<file path="config.mk">
export PLATFORM = sky130hd
export DESIGN_NAME = snake_game_top
export DESIGN_NICKNAME = d
export VERILOG_FILES = /design/src/common/snake_pkg.sv /design/src/hdl/turn_input.sv /design/src/game_fsm/game_fsm.sv /design/src/snake_body/snake_body.sv /design/src/fruit/fruit_ctrl.sv /design/src/hdl/body_scan.sv /design/src/hdl/snake_game_top.sv
export VERILOG_INCLUDE_DIRS = /design/src /design/src/common
export SDC_FILE = /design/constraint.sdc
export NUM_CORES = 1
export LEC_CHECK = 0
export BUFFER_PORTS_ARGS = -buffer_cell sky130_fd_sc_hd__clkbuf_2
export CORE_UTILIZATION = 50
export DETAILED_ROUTE_END_ITERATION = 8
export PLACE_DENSITY = 0.65
export SYNTH_ARGS = -nofsm -noshare
export SYNTH_HDL_FRONTEND = slang
export SYNTH_SLANG_ARGS = --single-unit
</file>
<file path="constraint.sdc">
create_clock -name clock_25 -period 4.5 [get_ports clock_25]
set_input_delay 0.225 -clock clock_25 [delete_from_list [all_inputs] [get_ports clock_25]]
set_output_delay 0.225 -clock clock_25 [all_outputs]
set_load 0.01 [all_outputs]
</file>
<file path="src/common/snake_settings.svh">
// ====================
// Grid, start values and fruit border of the snake core
// Coordinates must fit SNAKE_COORD_BITS, FRUIT_SEED must be nonzero
// ====================
`ifndef SNAKE_SETTINGS_SVH
`define SNAKE_SETTINGS_SVH

`define SNAKE_H_CELLS     124   // Columns
`define SNAKE_V_CELLS     81    // Rows
`define SNAKE_COORD_BITS  7
`define SNAKE_LEN_BITS    4
`define SNAKE_BODY_SLOTS  15
`define SNAKE_START_X     8
`define SNAKE_START_Y     40
`define SNAKE_START_LEN   6     // Head plus five segments
`define FRUIT_START_X     9
`define FRUIT_START_Y     40
`define FRUIT_MARGIN      2     // Lowest legal fruit coordinate per axis
`define SCORE_MAX         99
`define EMPTY_COORD       127   // Off-grid marker for unused slots
`define FRUIT_SEED        14'h2B5D

`endif

</file>
<file path="src/common/snake_pkg.sv">
// ====================
// Shared types of the snake core, sized by snake_settings.svh
// ====================
`default_nettype none

`include "snake_settings.svh"

package snake_pkg;

    typedef struct packed {
        logic [`SNAKE_COORD_BITS-1:0] x;
        logic [`SNAKE_COORD_BITS-1:0] y;
    } cell_t;

    // One-hot heading, y grows downward
    typedef struct packed {
        logic up;
        logic down;
        logic left;
        logic right;
    } heading_t;

    typedef cell_t [`SNAKE_BODY_SLOTS-1:0] body_t;

    typedef enum logic [2:0] {
        IDLE         = 3'b000,
        WAIT         = 3'b001,
        COLLISION    = 3'b010,
        MOVING       = 3'b011,
        MOVE_DONE    = 3'b100,
        EATEN_FRUIT  = 3'b101,
        FRUIT_UPDATE = 3'b110,
        RESET_IDLE   = 3'b111
    } game_state_t;

    typedef struct packed {
        logic sync_reset;      // Reload start values
        logic send;            // Idle phase
        logic en_move;
        logic en_fruit;        // Fruit was eaten
        logic generate_fruit;  // Fruit search
    } game_ctrl_t;

    typedef struct packed {
        logic cw;
        logic ccw;
    } turn_t;

endpackage

`default_nettype wire

</file>
<file path="src/hdl/turn_input.sv">
// ====================
// Buttons must already be synchronous to clock_25 and debounced
// ====================
`timescale 1ns/1ps
`default_nettype none

module turn_input
    import snake_pkg::*;
(
    input  logic       clock_25,
    input  logic       reset,
    input  logic       left_p,
    input  logic       right_p,
    input  game_ctrl_t ctrl,
    output logic       start_press,
    output turn_t      turn
);

    logic [1:0] left_shift;
    logic [1:0] right_shift;
    logic       left_edge;
    logic       right_edge;

    // Rising edge found one cycle after it reaches the shifter
    always_ff @(posedge clock_25 or negedge reset) begin
        if (!reset) begin
            left_shift  <= 2'b00;
            right_shift <= 2'b00;
            left_edge   <= 1'b0;
            right_edge  <= 1'b0;
        end else begin
            left_shift  <= {left_shift[0], left_p};
            right_shift <= {right_shift[0], right_p};
            left_edge   <= left_shift[0] & ~left_shift[1];
            right_edge  <= right_shift[0] & ~right_shift[1];
        end
    end

    assign start_press = left_edge | right_edge;

    always_ff @(posedge clock_25 or negedge reset) begin
        if (!reset) begin
            turn <= '0;
        end else if (ctrl.sync_reset) begin
            turn <= '0;
        end else if (!ctrl.send && start_press) begin
            turn.cw  <= right_edge & ~left_edge;  // Both at once cancel out
            turn.ccw <= left_edge & ~right_edge;
        end else if (ctrl.en_move) begin
            turn <= '0;                           // Used up by this move
        end
    end

endmodule

`default_nettype wire

</file>
<file path="src/game_fsm/game_fsm.sv">
// ====================
// Moore FSM, game_tik pulses need at least 200 cycles between them
// ====================
`timescale 1ns/1ps
`default_nettype none

module game_fsm
    import snake_pkg::*;
(
    input  logic       clock_25,
    input  logic       reset,
    input  logic       game_tik,
    input  logic       start_press,
    input  logic       collision,
    input  logic       fruit_eaten,
    input  logic       fruit_bad,
    output game_ctrl_t ctrl,
    output logic       start,
    output logic       game_over
);

    game_state_t state;
    game_state_t state_next;

    always_ff @(posedge clock_25 or negedge reset) begin
        if (!reset) begin
            state <= RESET_IDLE;
        end else begin
            state <= state_next;
        end
    end

    always_comb begin
        state_next = state;
        case (state)
            RESET_IDLE:   state_next = IDLE;
            IDLE:         if (start_press) state_next = WAIT;
            WAIT:         if (game_tik) state_next = MOVING;  // Ticks elsewhere are dropped
            MOVING:       state_next = MOVE_DONE;
            MOVE_DONE: begin
                if (collision) begin
                    state_next = COLLISION;
                end else if (fruit_eaten) begin
                    state_next = EATEN_FRUIT;
                end else begin
                    state_next = WAIT;
                end
            end
            EATEN_FRUIT:  state_next = FRUIT_UPDATE;
            FRUIT_UPDATE: if (!fruit_bad) state_next = WAIT;  // Retry until the cell is legal
            COLLISION:    if (start_press) state_next = RESET_IDLE;
            default:      state_next = RESET_IDLE;
        endcase
    end

    // Outputs from the state alone
    always_comb begin
        ctrl      = '0;
        start     = 1'b1;
        game_over = 1'b0;
        case (state)
            RESET_IDLE: begin
                ctrl.sync_reset = 1'b1;
                start           = 1'b0;
            end
            IDLE: begin
                ctrl.send = 1'b1;
                start     = 1'b0;
            end
            MOVING:       ctrl.en_move = 1'b1;
            EATEN_FRUIT:  ctrl.en_fruit = 1'b1;
            FRUIT_UPDATE: ctrl.generate_fruit = 1'b1;
            COLLISION: begin
                start     = 1'b0;
                game_over = 1'b1;
            end
            default: ;
        endcase
    end

endmodule

`default_nettype wire

</file>
<file path="src/snake_body/snake_body.sv">
// ====================
// At most 14 body segments are in use, slot 14 keeps EMPTY_COORD
// ====================
`timescale 1ns/1ps
`default_nettype none

`include "snake_settings.svh"

module snake_body
    import snake_pkg::*;
(
    input  logic                       clock_25,
    input  logic                       reset,
    input  game_ctrl_t                 ctrl,
    input  turn_t                      turn,
    output cell_t                      head,
    output heading_t                   heading,
    output body_t                      body,
    output logic [`SNAKE_LEN_BITS-1:0] length,
    output logic                       collision
);

    localparam cell_t START_HEAD = '{x: `SNAKE_COORD_BITS'(`SNAKE_START_X),
                                     y: `SNAKE_COORD_BITS'(`SNAKE_START_Y)};
    localparam heading_t START_HEADING = '{up: 1'b0, down: 1'b0, left: 1'b0, right: 1'b1};

    heading_t next_heading;
    cell_t    next_head;
    logic     hit_self;
    logic     hit_wall;

    // Straight line of segments to the left of the head
    function automatic body_t start_body();
        body_t b;
        for (int i = 0; i < `SNAKE_BODY_SLOTS; i++) begin
            if (i < `SNAKE_START_LEN - 1) begin
                b[i].x = `SNAKE_COORD_BITS'(`SNAKE_START_X - 1 - i);
                b[i].y = `SNAKE_COORD_BITS'(`SNAKE_START_Y);
            end else begin
                b[i].x = `SNAKE_COORD_BITS'(`EMPTY_COORD);
                b[i].y = `SNAKE_COORD_BITS'(`EMPTY_COORD);
            end
        end
        return b;
    endfunction

    // Clockwise goes right, down, left, up
    function automatic heading_t rotate(input heading_t h, input turn_t t);
        heading_t r;
        r = h;
        if (t.cw && !t.ccw) begin
            r = '{up: h.left, down: h.right, left: h.down, right: h.up};
        end else if (t.ccw && !t.cw) begin
            r = '{up: h.right, down: h.left, left: h.up, right: h.down};
        end
        return r;
    endfunction

    always_comb begin
        next_heading = rotate(heading, turn);
        next_head    = head;
        if (next_heading.up && head.y != 0) begin
            next_head.y = head.y - 1'b1;
        end else if (next_heading.down && head.y != `SNAKE_V_CELLS - 1) begin
            next_head.y = head.y + 1'b1;
        end else if (next_heading.left && head.x != 0) begin
            next_head.x = head.x - 1'b1;
        end else if (next_heading.right && head.x != `SNAKE_H_CELLS - 1) begin
            next_head.x = head.x + 1'b1;
        end
    end

    always_ff @(posedge clock_25 or negedge reset) begin
        if (!reset) begin
            head    <= START_HEAD;
            heading <= START_HEADING;
            body    <= start_body();
            length  <= `SNAKE_LEN_BITS'(`SNAKE_START_LEN);
        end else if (ctrl.sync_reset) begin
            head    <= START_HEAD;
            heading <= START_HEADING;
            body    <= start_body();
            length  <= `SNAKE_LEN_BITS'(`SNAKE_START_LEN);
        end else if (ctrl.en_move) begin
            heading <= next_heading;
            head    <= next_head;
            body[0] <= head;                 // First segment takes the old head
            for (int i = 1; i < `SNAKE_BODY_SLOTS; i++) begin
                if (i < int'(length) - 1) begin
                    body[i] <= body[i-1];
                end
            end
        end else if (ctrl.en_fruit && length != `SNAKE_LEN_BITS'(`SNAKE_BODY_SLOTS)) begin
            length <= length + 1'b1;         // Saturates at 15
        end
    end

    always_comb begin
        hit_self = 1'b0;
        for (int i = 0; i < `SNAKE_BODY_SLOTS; i++) begin
            if (i < int'(length) - 1 && body[i] == head) begin
                hit_self = 1'b1;
            end
        end
        // Head on the edge it is facing
        hit_wall = (heading.left  && head.x == 0) ||
                   (heading.right && head.x == `SNAKE_H_CELLS - 1) ||
                   (heading.up    && head.y == 0) ||
                   (heading.down  && head.y == `SNAKE_V_CELLS - 1);
    end

    assign collision = hit_self | hit_wall;

endmodule

`default_nettype wire

</file>
<file path="src/fruit/fruit_ctrl.sv">
// ====================
// Search time is random and the FSM waits while fruit_bad is high
// ====================
`timescale 1ns/1ps
`default_nettype none

`include "snake_settings.svh"

module fruit_ctrl
    import snake_pkg::*;
(
    input  logic       clock_25,
    input  logic       reset,
    input  game_ctrl_t ctrl,
    input  cell_t      head,
    input  body_t      body,
    output cell_t      fruit,
    output logic [6:0] score,
    output logic       fruit_eaten,
    output logic       fruit_bad
);

    localparam cell_t START_FRUIT = '{x: `SNAKE_COORD_BITS'(`FRUIT_START_X),
                                      y: `SNAKE_COORD_BITS'(`FRUIT_START_Y)};

    logic [2*`SNAKE_COORD_BITS-1:0] lfsr;
    cell_t                          candidate;
    logic                           on_body;
    logic                           out_of_area;

    // Free-running LFSR on x^14 + x^13 + x^12 + x^2 + 1
    always_ff @(posedge clock_25 or negedge reset) begin
        if (!reset) begin
            lfsr <= `FRUIT_SEED;
        end else begin
            lfsr <= {lfsr[12:0], lfsr[13] ^ lfsr[12] ^ lfsr[11] ^ lfsr[1]};
        end
    end

    assign candidate = cell_t'(lfsr);    // Upper half x, lower half y

    always_ff @(posedge clock_25 or negedge reset) begin
        if (!reset) begin
            fruit <= START_FRUIT;
            score <= 7'd0;
        end else if (ctrl.sync_reset) begin
            fruit <= START_FRUIT;
            score <= 7'd0;
        end else if (ctrl.en_fruit) begin
            fruit <= candidate;
            score <= (score == 7'(`SCORE_MAX)) ? 7'd0 : score + 1'b1;
        end else if (ctrl.generate_fruit && fruit_bad) begin
            fruit <= candidate;
        end
    end

    always_comb begin
        on_body = 1'b0;
        for (int i = 0; i < `SNAKE_BODY_SLOTS; i++) begin
            if (body[i] == fruit) begin
                on_body = 1'b1;
            end
        end
        out_of_area = fruit.x < `FRUIT_MARGIN || fruit.x > `SNAKE_H_CELLS - 2 ||
                      fruit.y < `FRUIT_MARGIN || fruit.y > `SNAKE_V_CELLS - 2;
    end

    assign fruit_eaten = (fruit == head);
    assign fruit_bad   = fruit_eaten | on_body | out_of_area;

endmodule

`default_nettype wire

</file>
<file path="src/hdl/body_scan.sv">
// ====================
// One segment per step, the count stops at the last slot
// ====================
`timescale 1ns/1ps
`default_nettype none

`include "snake_settings.svh"

module body_scan
    import snake_pkg::*;
(
    input  logic                       clock_25,
    input  logic                       reset,
    input  game_ctrl_t                 ctrl,
    input  logic                       frame_tik,
    input  body_t                      body,
    output logic [`SNAKE_LEN_BITS-1:0] body_count,
    output cell_t                      body_seg
);

    localparam logic [`SNAKE_LEN_BITS-1:0] LAST = `SNAKE_LEN_BITS'(`SNAKE_BODY_SLOTS - 1);

    logic [`SNAKE_LEN_BITS-1:0] count_next;

    always_comb begin
        if (ctrl.sync_reset || ctrl.en_move) begin
            count_next = '0;                    // Restart after each move
        end else if ((ctrl.send || frame_tik) && body_count != LAST) begin
            count_next = body_count + 1'b1;
        end else begin
            count_next = body_count;
        end
    end

    // Segment follows the count on the same edge
    always_ff @(posedge clock_25 or negedge reset) begin
        if (!reset) begin
            body_count <= '0;
            body_seg   <= '{x: `SNAKE_COORD_BITS'(`SNAKE_START_X - 1),
                            y: `SNAKE_COORD_BITS'(`SNAKE_START_Y)};
        end else begin
            body_count <= count_next;
            body_seg   <= body[count_next];
        end
    end

endmodule

`default_nettype wire

</file>
<file path="src/hdl/snake_game_top.sv">
// ====================
// Inputs synchronous to clock_25, game_tik at least 200 cycles apart
// ====================
`timescale 1ns/1ps
`default_nettype none

`include "snake_settings.svh"

module snake_game_top
    import snake_pkg::*;
(
    input  logic                       clock_25,
    input  logic                       reset,
    input  logic                       game_tik,
    input  logic                       frame_tik,
    input  logic                       left_p,
    input  logic                       right_p,
    output logic                       start,
    output logic                       game_over,
    output heading_t                   heading,
    output cell_t                      head,
    output cell_t                      fruit,
    output logic [6:0]                 score,
    output logic [`SNAKE_LEN_BITS-1:0] length,
    output logic [`SNAKE_LEN_BITS-1:0] body_count,
    output cell_t                      body_seg
);

    game_ctrl_t ctrl;
    turn_t      turn;
    body_t      body;
    logic       start_press;
    logic       collision;
    logic       fruit_eaten;
    logic       fruit_bad;

    turn_input turn_input_i (
        .clock_25(clock_25), .reset(reset), .left_p(left_p), .right_p(right_p),
        .ctrl(ctrl), .start_press(start_press), .turn(turn)
    );

    game_fsm game_fsm_i (
        .clock_25(clock_25), .reset(reset), .game_tik(game_tik),
        .start_press(start_press), .collision(collision), .fruit_eaten(fruit_eaten),
        .fruit_bad(fruit_bad), .ctrl(ctrl), .start(start), .game_over(game_over)
    );

    snake_body snake_body_i (
        .clock_25(clock_25), .reset(reset), .ctrl(ctrl), .turn(turn), .head(head),
        .heading(heading), .body(body), .length(length), .collision(collision)
    );

    fruit_ctrl fruit_ctrl_i (
        .clock_25(clock_25), .reset(reset), .ctrl(ctrl), .head(head), .body(body),
        .fruit(fruit), .score(score), .fruit_eaten(fruit_eaten), .fruit_bad(fruit_bad)
    );

    body_scan body_scan_i (
        .clock_25(clock_25), .reset(reset), .ctrl(ctrl), .frame_tik(frame_tik),
        .body(body), .body_count(body_count), .body_seg(body_seg)
    );

endmodule

`default_nettype wire

</file>
==> metrics.md <==
| Metric | Value |
|---|---|
| Die W | `198 µm` |
| Final worst slack | `775 ps` |
| Max capacitance violation total | `0` |
| Row count | `71` |
| Critical Path End Type | `flop` |
| Layout cells sized above 1 | `19.8%` |
| TritonCTS Buffers | `37` |
| Hold path cells | `3` |
| Worst-case register-to-register setup slack | `770 ps` |
| Largest net degree at the start of global routing | `109` |
| Worst EP arrival | `4100 ps` |
| Fillers | `3,448` |
| Core area | `37,800 µm²` |
| Total die area | `39,400 µm²` |
| Multi-input gate area | `10,800 µm²` |
| Detailed Routing Iterations Pass 1 | `6` |
| Layout Skew | `23.3 ps` |
| Post-route ant nets | `0` |
| Setup TNS | `0 ps` |
| Fin. max-slew vios | `0` |
| Routed WL | `78.9 mm` |
| Clock input transition at the sequential cells of the worst setup and hold paths | `60 ps` |
| # IOs | `69` |
| Maximum vdd ir drop | `571 µV` |
| Overflow after GRT | `0` |
| DR WL/cell | `29.6 µm` |
| Synth top cells by count | `xnor2_1 (356), nand2_1 (311), dfstp_2 (187), o22a_1 (140), dfrtp_1 (109)` |
| Syn. warnings | `0` |
| Min Hold Slack | `77.3 ps` |
| PwrDens | `937 nW/µm²` |
| Initial antenna violation count | `2` |
| Hold WC Path Type | `input port to flop` |
| Synth Flop Type | `dfstp_2` |
| Initial Utilization | `51.0%` |
| Least-Margin Pin Slew | `1260 ps` |
| Register Area | `7640 µm²` |
| Root buf cell | `clkbuf_16` |
| CTS H-tree lvls | `2` |
| Req. time, crit path | `4870 ps` |
| Die height | `198 µm` |
| Drt drc | `0` |
| PortBufs | `68` |
| Placed Area | `20,200 µm²` |
| Worst R2R Path Depth | `7` |
| R2r startpoint | `game_fsm_i.state[1]$_DFFE_PN1P_` |
| Highest Clock Rate | `268 MHz` |
| Mean Syn Cell Area | `9.25 µm²` |
| Outcome | `complete, no violations` |
| Startpoint types | `flop` |
| Worst Setup SP | `game_fsm_i.state[1]$_DFFE_PN1P_` |
| Longest Clk Path Bufs | `3` |
| Fin crit period | `3730 ps` |
| Resized cells post-CTS | `0` |
| Yosys reg bits | `296` |
| Syn Inst Count | `2,085` |
| FFs w/ async S/R, synth | `100%` |
| Dpl cells | `2,591` |
| RSZ-0062 raised after global routing | `no` |
| Final Instance Area | `21,600 µm²` |
| First-pass GRT wire length | `115 mm` |
| Vias per inst | `6.58` |
| Postcts setup bufs | `0` |
| Max transition margin | `15.5%` |
| WS Path Type | `flop to flop` |
| Register area share after synthesis | `39.6%` |
| Cell taking the most area after synthesis | `dfstp_2` |
| Post-synth EDFFs | `0` |
| Post-route insts no fill | `2,662` |
| Leakage | `8.36 nW` |
| CTS Sinks | `296` |
| Hold path start | `game_tik` |
| Clk Latency, worst-skew pair | `580 ps` |
| CTS tree | `built` |
| Fin nets | `2,147` |
| Area Overhead vs Synth | `11.9%` |
| Worst-path maximum fanout | `21` |
| Final Cycle Share | `82.8%` |
| DRT iter0 DRCs | `1,765` |
| Dominant cells by area after synthesis | `dfstp_2 (25%), xnor2_1 (16%), dfrtp_1 (14%)` |
| GP Congestion | `1.02` |
| Number of global-route vias before repair | `16,800` |
| Synth Net Count | `2,110` |
| Count leader, synth | `xnor2_1` |
| Worst r2r dst | `body_scan_i.body_seg[10]$_DFF_PN0_` |
| Hpwl dp | `54.8 mm` |
| Final core occ | `57.1%` |
| Mapped cell area | `19,300 µm²` |
| Final Setup Violations | `0` |
| Synth cell types | `62` |
| Yosys top cell area share | `25.5%` |
| Endpoints failing hold | `0` |
| Total number of vias | `17,500` |
| Setup Slack @ Placement | `937 ps` |
| Total power draw | `20.2 mW` |
| Gr usage total | `40.9%` |
| Hold-critical path endpoint | `game_fsm_i.state[1]$_DFFE_PN1P_` |
[layout make-up]
| cell class | instances | share of cell area [%] |
|---|---|---|
| timing repair buffer | 150 | 4.91 |
| clock buffer | 49 | 5.02 |
| sequential | 296 | 35.4 |
| tap | 511 | 2.96 |
| clock inverter | 17 | 1.15 |
| multi-input combinational | 1615 | 50.2 |
| inverter | 22 | 0.382 |
| antenna | 2 | 0.0232 |
[worst max path at each step]
| stage | depth (start not counted) | to | slack (ps) |
|---|---|---|---|
| 2_1_floorplan | 13 | snake_body_i.head[6]$_DFFE_PN0P_ | 1430 |
| 3_3_place_gp | 10 | game_fsm_i.state[2]$_DFFE_PN1P_ | 920 |
| 3_5_place_dp | 9 | game_fsm_i.state[2]$_DFFE_PN1P_ | 940 |
| 4_1_cts | 9 | game_fsm_i.state[2]$_DFFE_PN1P_ | 900 |
| 5_1_grt | 7 | body_scan_i.body_seg[10]$_DFF_PN0_ | 590 |
| 6_report | 7 | body_scan_i.body_seg[10]$_DFF_PN0_ | 770 |
[metal layers]
| metal | global-route usage, % | vias to the layer above | share of wire, % |
|---|---|---|---|
| met5 | 0 | - | 0.016 |
| met4 | 21.5 | 2 | 5.9 |
| met3 | 9.75 | 293 | 11 |
| met2 | 60.4 | 1086 | 43 |
| met1 | 55.4 | 8682 | 41 |
| li1 | - | 7459 | - |
[critical path: stages (launching register included)]
cell	delay, ps
dfstp_2	470
nor3_1	480
o21a_1	250
nand4_1	130
xor2_1	190
o21ai_1	980
a21oi_1	290
nor4_1	720
[kinds of logic after synthesis]
family | share of synthesized area [%]
and+or+nand+nor | 17.0
xor gates and xnor gates | 20.8
AOI/OAI and AO/OA | 16.4
DFF | 39.6
buffers and inverters | 4.25
adders and majority gates | 1.31
muxes | 0.623
[cell usage in the layout, fill, tap and decap left out, drive strengths merged, types with 22 or more instances in the layout]
cell type | Yosys | routed
nor2 | 69 | 69
nor3 | 23 | 23
o21ai | 51 | 51
clkbuf | 68 | 116
a22o | 41 | 41
nand4 | 82 | 82
nand3 | 104 | 104
o22a | 140 | 140
inv | 21 | 22
nor4 | 58 | 58
dfstp | 187 | 187
xor2 | 101 | 101
a21oi | 107 | 107
buf | 84 | 80
dfrtp | 109 | 109
xnor2 | 356 | 356
nand2 | 311 | 311
[timing repair]
action,in CTS,in global routing
endpoints found under the setup margin,0,0
hold buffers,3,0
endpoints found under the hold margin,69,0
[where the power goes]
group	leakage, nW	internal, mW	switching, mW
logic	4.30	4.11	5.86
clock network	0.656	2.04	1.25
registers	3.41	4.27	2.71
total	8.36	10.4	9.82
[registers in the layout, indices dropped and copies added (netlist names), 2 cells and up]
register / count
snake_body_i.body: 210
snake_body_i.length: 4
fruit_ctrl_i.fruit: 14
turn_input_i.left_shift: 2
fruit_ctrl_i.candidate: 14
snake_body_i.heading: 4
turn_input_i.turn: 2
body_scan_i.body_count: 4
snake_body_i.head: 14
game_fsm_i.state: 3
body_scan_i.body_seg: 14
turn_input_i.right_shift: 2
fruit_ctrl_i.score: 7
(Power assumes the default switching activity.)
